`src/rtl/bpu_pkg.sv`:
```
package bpu_pkg;

    localparam int xlen = 32; // address and instruction width

    // 2-bit saturating counter, msb set means taken
    typedef logic [1:0] ctr_t;

    localparam ctr_t ctr_weak_nt = 2'd1; // value after reset

    // instruction class seen by the predictor
    typedef enum logic [1:0] {
        op_branch,
        op_jal,
        op_jalr,
        op_other
    } opcode_e;

    // component that supplied the direction, tagged table k is prov_bimodal + 1 + k
    typedef enum logic [1:0] {
        prov_bimodal,
        prov_t0,
        prov_t1
    } provider_e;

    typedef enum logic [1:0] {
        upd_none,         // leave entry alone
        upd_saturate,     // step toward outcome
        upd_reset_strong, // jump to strong state of outcome
        upd_allocate      // new tag, weak state of outcome
    } upd_mode_e;

    // rv32 major opcodes
    localparam logic [6:0] opc_branch = 7'b1100011;
    localparam logic [6:0] opc_jal    = 7'b1101111;
    localparam logic [6:0] opc_jalr   = 7'b1100111;

endpackage

```
`src/rtl/tage_hash.sv`:
```
`timescale 1ns/1ps

module tage_hash import bpu_pkg::*; #(
    parameter int HIST_WIDTH    = 16,
    parameter int TAGGED_TABLES = 2,
    parameter int TAG_WIDTH     = 10
) (
    input  logic [xlen-1:0]                          pred_pc_i,
    input  logic [xlen-1:0]                          upd_pc_i,
    input  logic [HIST_WIDTH-1:0]                    pred_hist_i,
    input  logic [HIST_WIDTH-1:0]                    upd_hist_i,
    output logic [TAGGED_TABLES-1:0][7:0]            pred_index_o,
    output logic [TAGGED_TABLES-1:0][7:0]            upd_index_o,
    output logic [TAGGED_TABLES-1:0][TAG_WIDTH-1:0]  pred_tag_o,
    output logic [TAGGED_TABLES-1:0][TAG_WIDTH-1:0]  upd_tag_o
);

    // pc bits above the index, xor the zero-extended history slice
    function automatic logic [TAG_WIDTH-1:0] fold_tag(
        input logic [xlen-1:0] pc,
        input logic [7:0]      slice
    );
        return pc[TAG_WIDTH+7:8] ^ {{(TAG_WIDTH-8){1'b0}}, slice};
    endfunction

    for (genvar k = 0; k < TAGGED_TABLES; k++) begin : g_hash
        // tag uses the slice of the next table, wrapping to t0
        localparam int nxt = (k + 1) % TAGGED_TABLES;

        logic [7:0] pred_slice;
        logic [7:0] pred_tag_slice;
        logic [7:0] upd_slice;
        logic [7:0] upd_tag_slice;

        assign pred_slice     = pred_hist_i[8*k +: 8];
        assign pred_tag_slice = pred_hist_i[8*nxt +: 8];
        assign upd_slice      = upd_hist_i[8*k +: 8];
        assign upd_tag_slice  = upd_hist_i[8*nxt +: 8];

        assign pred_index_o[k] = pred_pc_i[7:0] ^ pred_slice;
        assign upd_index_o[k]  = upd_pc_i[7:0] ^ upd_slice;

        assign pred_tag_o[k] = fold_tag(pred_pc_i, pred_tag_slice);
        assign upd_tag_o[k]  = fold_tag(upd_pc_i, upd_tag_slice);
    end

endmodule

```
`config.mk`:
```
export PLATFORM = sky130hd
export DESIGN_NAME = tage_hash
export DESIGN_NICKNAME = d
export VERILOG_FILES = /design/src/rtl/bpu_pkg.sv /design/src/rtl/tage_hash.sv
export SDC_FILE = /design/constraint.sdc
export NUM_CORES = 1
export LEC_CHECK = 0
export ABC_AREA = 1
export BUFFER_PORTS_ARGS = -buffer_cell sky130_fd_sc_hd__buf_2
export CAP_MARGIN = 30
export CORE_AREA = 4 4 64 66
export DETAILED_ROUTE_END_ITERATION = 10
export DIE_AREA = 0 0 68 70
export PLACE_DENSITY_LB_ADDON = 0.2
export SYNTH_ARGS = -nofsm -noshare
export SYNTH_HDL_FRONTEND = slang
export SYNTH_SLANG_ARGS = --single-unit
```
`constraint.sdc`:
```
create_clock -name vclk -period 0.8
set_clock_uncertainty 0.1 [all_clocks]
set_input_delay 0.12 -clock vclk [all_inputs]
set_output_delay 0.12 -clock vclk [all_outputs]
set_load 0.01 [all_outputs]
```
==> flow_summary.yaml <==
critical_path:
  crit_start: "upd_pc_i[10]"
  cp.arrival_ns: 0.53
  critPathMaxStageDelay_ns: 0.13
  crit_type: "input pin to output pin"
  end_kind: "output pin"
  crit_required_ns: 0.58
  endpoint: "upd_tag_o[12]"
  start_kind: "input pin"
  crit_path_max_fanout: 3
  crit_chain: "buf_2, inv_1, nand2_1, nand2_1, buf_2"
  crit_path_top_delay_cell: "buf_2"
routing:
  drc: 0
  via_per_inst: 3.961
  avgRoutedWirePerCell_um: 7.986
  wl_mm: 3.450
  vias: 1711
  firstDrtPassIters: 4
  drt_iter0_drc: 24
  ant_nets: 0
synth:
  yosys_warnings: 0
  synthCells: 264
  synthDistinctLibCells: 3
  seq_area_frac_synth: 0
  syn_nets: 360
  avgSynthCellArea_um2: 3.867
  synthesis.area_mm2: 0.001021
floorplanning:
  initial_core_util: 0.2853
  ios: 168
  core_area_mm2: 0.003578
  die_y_um: 70
  dieWidth_um: 68
  die-area_mm2: 0.004760
  row_count: 22
sta:
  tightest_slew_ns: 0.07053
  period_share: 0.9434
  rsz0062_at_grt: "false"
  report.final.slew_viol_count: 0
  setup_viol: 0
  setup_tns_ns: 0
  relSlewSlack: 0.9530
  fmax_mhz: 1325
  min_period_ns: 0.7547
  hold_viol_final: 0
  hold_ws_ns: 0.1400
grt:
  antenna_found_initial: 0
  grt_pass1_vias: 1483
  grt_pass1_wl_mm: 5.437
  grt_max_degree: 4
  grt_overflow: 0
  grt_usage: 0.1313
status:
  status: "finished clean"
hold_path:
  min_path_type: "input pin to output pin"
  min_path_cells: 0
placement:
  port-buffer-count: 128
  hpwlAfterDp_mm: 3.193
  gp_congestion: 0.7910
pwr:
  leakage_nw: 1.410
  power.density_mw_per_mm2: 587.0
  ir_drop_mv: 0.2215
finish:
  drive_gt1_frac: 0.3698
  clock_buffers: 0
  layout_common_cells: "nand2_1 (192), buf_2 (126), inv_1 (50)"
  diodes: 0
  seq_cells: 0
  fillers: 428
  multi_input_area_um2: 720.7
  post-route-util: 0.4678
  syn_to_final_growth_pct: 63.97
  seq_area_um2: 0
  layout_commonest_cell: "nand2_1"
  nNetsFinal: 482
flow_run:
  maxCapViolations: 0
cts:
  hold_buffers: 0
through the flow:
stage	worst slack (ns)	cell area, µm²	total power, mW	cells
2_1_floorplan	0.2775	1021	0.5066	264
3_3_place_gp	0.04673	1662	0.9647	432
4_1_cts	0.03804	1662	0.9765	432
6_report	0.04527	1674	0.9827	432
5_1_grt	0.0007002	1674	1.117	432
3_5_place_dp	0.04203	1662	0.9715	432
worst max-delay path: cells and delay by family:
kind / cells / cell delay, ns
buf+inv: 3 / 0.31
simple gates: 2 / 0.10
layout make-up:
class	instances	area share
multi-input combinational	192	0.4305
timing repair buffer	128	0.3901
inverter	64	0.1435
tap	48	0.03587
how the worst min path moves through the flow:
stage	slack, ns	from	endpoint
final	0.14	upd_pc_i[17]	upd_tag_o[19]
after floorplan	0.23	pred_pc_i[16]	pred_tag_o[18]
after global placement	0.14	pred_pc_i[17]	pred_tag_o[9]
after CTS	0.14	pred_pc_i[17]	pred_tag_o[9]
after detailed placement	0.14	pred_pc_i[17]	pred_tag_o[9]
after global routing	0.14	upd_pc_i[17]	upd_tag_o[9]
kinds of logic (layout without fill, tap and decap cells):
group | count (synthesis) | after routing | synth area share
buf+inv | 72 | 192 | 0.2941
simple gates | 192 | 192 | 0.7059
Yosys cell counts, drive strengths merged:
cell type | number | area [µm²]
nand2 | 192 | 720.7
buf | 8 | 60.06
inv | 64 | 240.2
per-layer routing:
| layer | up-vias | track usage | part of all wire |
|---|---|---|---|
| li1 | 965 | - | - |
| met1 | 684 | 0.1393 | 0.38 |
| met2 | 62 | 0.2698 | 0.50 |
| met3 | 0 | 0.02090 | 0.12 |
| met4 | 0 | 0.002208 | 0 |
| met5 | - | 0 | 0 |
power by group:
group | internal, mW | switching [mW]
clock | 0 | 0
sequential | 0 | 0
combinational | 0.427 | 0.556
total | 0.427 | 0.556
timing repair:
| item | 4_1_cts | 5_1_grt |
|---|---|---|
| setup buffers | 0 | 0 |
| resized for setup | 0 | 16 |
| setup endpoints to repair | 0 | 17 |
| hold endpoints to repair | 0 | 0 |
(Power assumes the default switching activity.)
