===== config.mk =====
export PLATFORM = sky130hd
export DESIGN_NAME = tage_arbiter
export DESIGN_NICKNAME = d
export VERILOG_FILES = /design/src/rtl/bpu_pkg.sv /design/src/rtl/tage_arbiter.sv
export SDC_FILE = /design/constraint.sdc
export NUM_CORES = 1
export LEC_CHECK = 0
export ABC_AREA = 1
export BUFFER_PORTS_ARGS = -buffer_cell sky130_fd_sc_hd__buf_2
export CAP_MARGIN = 40
export CORE_AREA = 10 10 47 49
export DETAILED_ROUTE_END_ITERATION = 16
export DIE_AREA = 0 0 57 59
export PLACE_DENSITY_LB_ADDON = 0.12
export SLEW_MARGIN = 25
export SYNTH_ARGS = -nofsm -noshare
export SYNTH_HDL_FRONTEND = slang
export SYNTH_SLANG_ARGS = --single-unit

===== constraint.sdc =====
create_clock -name vclk -period 0.9
set_clock_uncertainty 0.2 [all_clocks]
set_input_delay 0.18 -clock vclk [all_inputs]
set_output_delay 0.18 -clock vclk [all_outputs]
set_load 0.005 [all_outputs]

===== src/rtl/bpu_pkg.sv =====
package bpu_pkg;

    localparam int xlen = 32; // address and instruction width

    // 2-bit saturating counter, msb set means taken
    typedef logic [1:0] ctr_t;

    localparam ctr_t ctr_weak_nt = 2'd1; // value after reset

    // instruction class seen by the predictor
    typedef enum logic [1:0] {
        op_branch,
        op_jal,
        op_jalr,
        op_other
    } opcode_e;

    // component that supplied the direction, tagged table k is prov_bimodal + 1 + k
    typedef enum logic [1:0] {
        prov_bimodal,
        prov_t0,
        prov_t1
    } provider_e;

    typedef enum logic [1:0] {
        upd_none,         // leave entry alone
        upd_saturate,     // step toward outcome
        upd_reset_strong, // jump to strong state of outcome
        upd_allocate      // new tag, weak state of outcome
    } upd_mode_e;

    // rv32 major opcodes
    localparam logic [6:0] opc_branch = 7'b1100011;
    localparam logic [6:0] opc_jal    = 7'b1101111;
    localparam logic [6:0] opc_jalr   = 7'b1100111;

endpackage


===== src/rtl/tage_arbiter.sv =====
`timescale 1ns/1ps

module tage_arbiter import bpu_pkg::*; #(
    parameter int TAGGED_TABLES = 2
) (
    input  logic [TAGGED_TABLES-1:0]      pred_hit_i,
    input  logic [TAGGED_TABLES-1:0]      upd_tag_hit_i,
    input  ctr_t [TAGGED_TABLES-1:0]      pred_ctr_i,
    input  ctr_t                          bimodal_ctr_i,
    input  logic                          upd_valid_i,
    input  logic                          upd_correct_i,
    input  provider_e                     upd_provider_i,
    output provider_e                     provider_o,
    output logic                          pred_dir_o,
    output upd_mode_e [TAGGED_TABLES-1:0] upd_mode_o
);

    // longest history that hits provides the direction
    always_comb begin
        provider_o = prov_bimodal;
        pred_dir_o = bimodal_ctr_i[1];
        for (int k = 0; k < TAGGED_TABLES; k++) begin
            if (pred_hit_i[k]) begin
                provider_o = provider_e'(k + 1);
                pred_dir_o = pred_ctr_i[k][1];
            end
        end
    end

    always_comb begin
        int alloc_sel;
        alloc_sel = -1;
        // highest table whose full tag misses, same as walking down from the top
        for (int k = 0; k < TAGGED_TABLES; k++) begin
            if (!upd_tag_hit_i[k]) alloc_sel = k;
        end
        for (int k = 0; k < TAGGED_TABLES; k++) begin
            upd_mode_o[k] = upd_none;
            if (upd_valid_i) begin
                if (int'(upd_provider_i) == k + 1) begin
                    upd_mode_o[k] = upd_correct_i ? upd_saturate : upd_reset_strong;
                end else if (upd_provider_i == prov_bimodal && !upd_correct_i
                             && alloc_sel == k) begin
                    upd_mode_o[k] = upd_allocate;
                end
            end
        end
    end

endmodule


==> flow_summary.ini, run 1 <==
[global_routing]
grt_antenna_before_repair = 0
grt-ovfl-total = 0
grt_max_degree = 5
grt_first_pass_wirelength_um = 903
grt_use_total_pct = 2.97
grt_pass1_vias = 227

[final_layout]
drive_gt1_share_pct = 81.0
n_clock_buffer = 0
diodes = 0
fin_cells = 58
final_area_um2 = 319
layout.nets = 58
seq_area_um2 = 0
fillCellCount = 168
final_util_pct = 22.8
flops_and_latches = 0
area_delta_synth_final_pct = 177

[floorplan]
core_area_mm2 = 0.00140
num_rows = 14
start_util_pct = 8.21
die_y_um = 59
fp.dieW_um = 57
io_pins = 21
die_area_mm2 = 0.00336

[placed_design]
gp_congestion = 0.695
io_buffers = 18
place_hpwl_um = 538
placed_area_um2 = 250
pre_cts_slack_ns = -0.283
dp.cells = 58

[run_status]
outcome = finished with violations
violations = setup timing

[routing]
wirelength_um = 565
vias_per_cell = 3.60
first_pass_iters = 2
wl_per_cell_um = 9.74
drtIter0Drc = 2
vias = 209
final_antenna_net_count = 0
drc = 0

[logic_synthesis]
yosys.area.top_type = a21oi_1
yosys-top-cells-area = a21oi_1, nand2_1, inv_1
synth.most_common_cell = nand2_1
ys_types = 10
synth.top_cells.by_count = nand2_1, a21oi_1, inv_1, nor2_1, nand3_1
synth_compound_area_share_pct = 28.3
synth_top_area_share_pct = 21.7
avgSynthCellArea_um2 = 4.60
synthMuxAreaShare_pct = 0
synth.net_count = 39
synth_fa_ha_area_share_pct = 0
synth.cell_area_um2 = 115
ys_seq_area_share_pct = 0
synth-xor-area-share_pct = 0
syn-instance-count = 25
synth_top_family_by_area = simple AND/OR/NAND/NOR gates
ys_warn_count = 0
synth-simple-area-share_pct = 48.9

[sta]
slew_headroom_pct = 92.1
setup_viol = 5
fmaxAchievable_mhz = 876
setup_tns_ns = -1.05
holdWs_ns = 0.356
setup_slack_ns = -0.242
hold_viol_final = 0
tightest_slew_ns = 0.117
rsz0062_at_grt = yes
min_period_over_period_pct = 127
slew_viol_final = 0
fin_crit_ns = 1.14

[min_path]
hold_path_class = primary input to primary output

[critical_path]
arrival_ns = 0.76
crit_start = upd_correct_i
path_cells = buf_6, nor2_4, nand3_2, a21oi_2, buf_2
crit_path_start_kind = primary input
path_max_fanout = 3
cp.required_ns = 0.52
slowest_stage = nor2_4
critPathMaxStageDelay_ns = 0.13
criticalPathCategory = primary input to primary output
cp-end-kind = primary output
crit_path_end = upd_mode_o[1]

[pwr]
p_leak_nw = 0.154
peakVddDrop_uv = 99.6
power_mw = 0.128
p_per_area_mw_per_mm2 = 401

[run]
cap_violations = 0

[clocking]
cts_setup_buffers = 0
holdBufCountCts = 0
[metal layers]
metal	wire (um)	track usage, %	up-vias
li1	-	-	113
met1	142	2.47	93
met2	400	7.29	3
met3	22	0.215	0
met4	0	0	0
met5	0	0	-
[worst max-delay path: cells and delay by family]
| family | cells | cell delay, ns |
|---|---|---|
| buf+inv | 2 | 0.22 |
| compound gates | 1 | 0.13 |
| simple gates | 2 | 0.23 |
[cells by family (layout without fill, tap and decap cells)]
kind of cell,count (synthesis),in the layout
compound gates,6,6
buf+inv,6,23
simple gates,13,13
[placed cells by master, fill, tap and decap left out, types with 2 or more instances in the layout]
master and n:
inv_1 2, buf_2 13, nand2_2 2, inv_4 2, buf_6 2, nor2_4 2, nand2_1 4, nand3_2 2
buf_8 3, a21oi_2 5
[area by class of cell]
| type | instances | area (um2) | area share [%] |
|---|---|---|---|
| well taps | 16 | 20.0 | 6.27 |
| inverters | 5 | 23.8 | 7.45 |
| repair buffers | 18 | 133 | 41.6 |
| multi-input cells | 19 | 143 | 44.7 |
[worst min-delay path by stage]
stage                          endpoint  slack [ns]     startpoint  cells after the start
after global placement    provider_o[1]        0.39  pred_hit_i[1]                      2
final                     provider_o[1]        0.36  pred_hit_i[1]                      2
after global routing      provider_o[1]        0.37  pred_hit_i[1]                      2
after CTS                 provider_o[1]        0.39  pred_hit_i[1]                      2
after floorplan           provider_o[0]        0.19  pred_hit_i[1]                      1
after detailed placement  provider_o[1]        0.39  pred_hit_i[1]                      2
[where the power goes]
group | switching (mW) | internal (mW) | leakage [nW]
registers | 0 | 0 | 0
clock network | 0 | 0 | 0
logic | 0.0585 | 0.0694 | 0.154
[repair_timing]
action | 4_1_cts | 5_1_grt
gates resized for setup | 10 | 12
setup endpoints to repair | 6 | 6
pin swaps | 8 | 6
cloned | 0 | 0
No activity file was read; power rests on OpenSTA's default activity.
==> inputs of run 2 (changes only) <==
==> constraint.sdc (replaced) <==
create_clock -name vclk -period 1.13
set_clock_uncertainty 0.2 [all_clocks]
set_input_delay 0.226 -clock vclk [all_inputs]
set_output_delay 0.226 -clock vclk [all_outputs]
set_load 0.005 [all_outputs]
==> run 2 against run 1 <==
The flow still finishes with violations (setup timing). Global-route usage is 0.35 points higher. Flip-flop and latch count is the same. Core utilization decreased by 1.7 points.
==> flow_summary.ini, run 2 (synthesis gave the netlist of run 1 again) <==
[floorplan]
core_area_mm2 = 0.00140
fp.dieW_um = 57
die_y_um = 59
num_rows = 14
start_util_pct = 8.21
io_pins = 21
die_area_mm2 = 0.00336

[final_layout]
mostFrequentLayoutCell = buf_2
layout.nets = 59
flops_and_latches = 0
fillCellCount = 163
layout_common_cells = buf_2, nand2_1, a21oi_2, buf_6, inv_2
seq_area_um2 = 0
multiInputGateArea_um2 = 124
diodes = 0
drive_gt1_share_pct = 72.1
n_clock_buffer = 0
area_delta_synth_final_pct = 157

[global_routing]
grt_use_total_pct = 3.33
grt_max_degree = 5
grt-ovfl-total = 0
grt_antenna_before_repair = 0
grt_first_pass_wirelength_um = 972
grt_pass1_vias = 232

[routing]
first_pass_iters = 2
final_antenna_net_count = 0
drc = 0
vias_per_cell = 3.92
wl_per_cell_um = 11.6
vias = 231
wirelength_um = 684
drtIter0Drc = 4

[placed_design]
place_hpwl_um = 521
pre_cts_slack_ns = -0.164
gp_congestion = 0.691
io_buffers = 18

[critical_path]
path_buf_inv = 2
path_max_fanout = 3
criticalPathCategory = primary input to primary output
path_cells = buf_6, nor2_4, nand3_2, a21oi_2, buf_2
critPathMaxStageDelay_ns = 0.15
slowest_stage = a21oi_2
arrival_ns = 0.85
cp.required_ns = 0.70
cpLargestDelayFamily = simple AND/OR/NAND/NOR gates
crit_path_start_kind = primary input
cp-end-kind = primary output
crit_start = upd_correct_i

[pwr]
peakVddDrop_uv = 97.2
p_per_area_mw_per_mm2 = 317
p_leak_nw = 0.154

[sta]
hold_viol_final = 0
fmaxAchievable_mhz = 783
rsz0062_at_grt = yes
min_period_over_period_pct = 113
slew_viol_final = 0
tightest_slew_ns = 0.136
holdWs_ns = 0.473
slew_headroom_pct = 90.9
fin_crit_ns = 1.28
setup_slack_ns = -0.147
setup_viol = 4

[min_path]
hold_path_class = primary input to primary output
min_from = pred_hit_i[1]

[run_status]
violations = setup timing
outcome = finished with violations

[run]
cap_violations = 0
## run 2: cell count changes in the layout (fill, tap and decap cells not counted)
cell     change
a21oi_2      -1
a22oi_2      -1
a22oi_1      +1
nor2_4       -1
inv_2        +2
nor2_1       +1
nand2_1      +1
buf_8        -2
a21oi_1      +1
buf_6        +2
inv_4        -2
buf_4        +1
nand2_2      -1
## run 2: layout make-up
cell class / count / share of cell area (%)
Inverter: 5 / 6.36
Multi-Input combinational cell: 19 / 41.9
Tap cell: 16 / 6.78
Timing Repair Buffer: 19 / 44.9
## run 2: through the flow
step	TNS (ns)	std cells	total power, mW	util [%]	instance area (um2)
after floorplan	0	25	0.0280	-	115
after global placement	-0.718	59	0.0700	16.1	225
after detailed placement	-0.644	59	0.0679	16.1	225
after CTS	-0.469	59	0.0797	18.5	259
after global routing	-0.618	59	0.103	21.1	295
final	-0.523	59	0.0936	21.1	295
## run 2: timing repair
action                     CTS  global route
setup buffers                0             0
setup endpoints to repair    5             5
gates resized for setup      9            11
pin swaps                    3             7
hold buffers                 0             0
## run 2: per-layer routing
metal	vias up	global-route usage [%]	wire, um
met5	-	0	0
met4	0	0	0
met3	0	1.72	88
met2	18	5.43	293
met1	99	4.04	302
li1	114	-	-
## run 2: final timing paths
| path | to | slack, ns | cells past startpoint |
|---|---|---|---|
| worst max-delay path | upd_mode_o[1] | -0.15 | 5 |
| worst min-delay path | provider_o[1] | 0.47 | 2 |
## run 2: power by group
group / total (mW) / internal (mW) / switching [mW] / leakage [nW]
clock network: 0 / 0 / 0 / 0
registers: 0 / 0 / 0 / 0
logic: 0.0936 / 0.0505 / 0.0431 / 0.154
==> inputs of run 3 (changes only) <==
--- a/config.mk
+++ b/config.mk
@@ -5,7 +5,6 @@
 export SDC_FILE = /design/constraint.sdc
 export NUM_CORES = 1
 export LEC_CHECK = 0
-export ABC_AREA = 1
 export BUFFER_PORTS_ARGS = -buffer_cell sky130_fd_sc_hd__buf_2
 export CAP_MARGIN = 40
 export CORE_AREA = 10 10 47 49
==> run 3 against run 2 <==
The flow still finishes with violations (setup timing). Maximum frequency is 15% lower. Design area is 8.9% higher. Routed wire length is 14% lower. Flip-flop and latch count stayed put. First-iteration DRC count is 50% lower.
==> flow_summary.ini, run 3 <==
[clocking]
cts_setup_buffers = 0
holdBufCountCts = 0

[global_routing]
grt_first_pass_wirelength_mm = 1.02
grt-ovfl-total = 0
grt_antenna_before_repair = 0
grt_max_degree = 6
grt_use_total_pct = 3.36
grt_pass1_vias = 241

[placed_design]
gp_congestion = 0.749
io_buffers = 18
place_hpwl_um = 489
dp.cells = 53

[routing]
first_pass_iters = 2
drc = 0
wirelength_um = 585
vias = 208
vias_per_cell = 3.92
final_antenna_net_count = 0
drtIter0Drc = 2
wl_per_cell_um = 11.0

[logic_synthesis]
yosys.area.top_type = nand2b_1
ys_warn_count = 0
avgSynthCellArea_um2 = 6.05
syn-instance-count = 18
synth.cell_area_um2 = 109
synth.top_cells.by_count = nand2_1, nand2b_1, a21oi_1, nor2b_1
ys_seq_area_share_pct = 0
yosys-top-cells-area = nand2b_1, nor2b_1, nand2_1
synth.net_count = 32
ys_types = 12
synth_top_area_share_pct = 17.2

[sta]
setup_slack_ns = -0.376
setup_viol = 4
fmaxAchievable_mhz = 664
tightest_slew_ns = 0.233
fin_crit_ns = 1.51
rsz0062_at_grt = yes
slew_viol_final = 0
min_period_over_period_pct = 133
hold_viol_final = 0
slew_headroom_pct = 84.4

[floorplan]
start_util_pct = 7.77
num_rows = 14
core_area_mm2 = 0.00140
io_pins = 21
die_area_mm2 = 0.00336
die_y_um = 59
fp.dieW_um = 57

[pwr]
power_mw = 0.0994
peakVddDrop_uv = 63.6
p_leak_nw = 0.159
p_per_area_mw_per_mm2 = 309

[final_layout]
layout_common_cells = buf_2, buf_6, nand2_1
diodes = 0
layout.nets = 53
seq_area_um2 = 0
mostFrequentLayoutCell = buf_2
flops_and_latches = 0
area_delta_synth_final_pct = 195
n_clock_buffer = 0
final_util_pct = 22.9
fillCellCount = 161
drive_gt1_share_pct = 75.7
fin_cells = 53

[critical_path]
path_max_fanout = 2
cpLargestDelayFamily = simple AND/OR/NAND/NOR gates
criticalPathCategory = primary input to primary output
path_cells = buf_6, or4b_4, a21oi_2, buf_2
cp-end-kind = primary output
cp.required_ns = 0.70
crit_path_start_kind = primary input
critPathMaxStageDelay_ns = 0.52
path_buf_inv = 2
slowest_stage = or4b_4
arrival_ns = 1.08

[run_status]
outcome = finished with violations
violations = setup timing

[min_path]
holdPathEnd = provider_o[1]
min_from = pred_hit_i[1]
hold_path_class = primary input to primary output
min_path_cells = 2

[run]
cap_violations = 0
==> run 3: per-stage QoR <==
step | setup slack [ns] | TNS [ns] | area [um2] | hold WS, ns
2_1_floorplan | -0.183 | -0.214 | 116 | 0.282
3_3_place_gp | -0.417 | -1.09 | 234 | 0.467
3_5_place_dp | -0.428 | -1.09 | 234 | 0.469
4_1_cts | -0.405 | -0.805 | 287 | 0.470
5_1_grt | -0.409 | -0.961 | 322 | 0.487
6_report | -0.376 | -0.744 | 322 | 0.473
==> run 3: layout make-up <==
type                            instances  area [um2]  area share (%)
Inverter                                1        3.75            1.17
Tap cell                               16        20.0            6.23
Multi-Input combinational cell         16         144            44.7
Timing Repair Buffer                   20         154            47.9
==> run 3: where the power goes <==
group / internal [mW] / switching [mW]
clock network: 0 / 0
logic: 0.0614 / 0.0380
registers: 0 / 0
total: 0.0614 / 0.0380
==> run 3: logic make-up after synthesis <==
group           after synthesis  share of synthesized area [%]
simple gates                 11                           59.8
compound gates                4                           20.7
buf+inv                       2                           10.3
mux                           1                           9.20
==> run 3: worst max path at each step <==
stage	endpoint	cells past startpoint	slack, ns	startpoint
6_report	upd_mode_o[0]	4	-0.38	upd_tag_hit_i[0]
2_1_floorplan	upd_mode_o[0]	2	-0.18	upd_correct_i
3_3_place_gp	upd_mode_o[0]	4	-0.42	upd_correct_i
5_1_grt	upd_mode_o[0]	4	-0.41	upd_tag_hit_i[0]
3_5_place_dp	upd_mode_o[0]	4	-0.43	upd_correct_i
4_1_cts	upd_mode_o[0]	4	-0.40	upd_tag_hit_i[0]
==> run 3: per-layer routing <==
layer | GRT usage [%] | part of all wire [%] | vias to the layer above | wire, um
met5 | 0 | 0 | - | 0
met4 | 0 | 0 | 0 | 0
met3 | 1.93 | 15 | 0 | 87
met2 | 6.05 | 46 | 13 | 272
met1 | 3.54 | 38 | 93 | 225
li1 | - | - | 102 | -
==> run 3: timing repair <==
| action | CTS | global route |
|---|---|---|
| endpoints found under the hold margin | 0 | 0 |
| pin swaps | 6 | 5 |
| resized for setup | 11 | 8 |
| endpoints found under the setup margin | 4 | 5 |
| cloned | 0 | 0 |
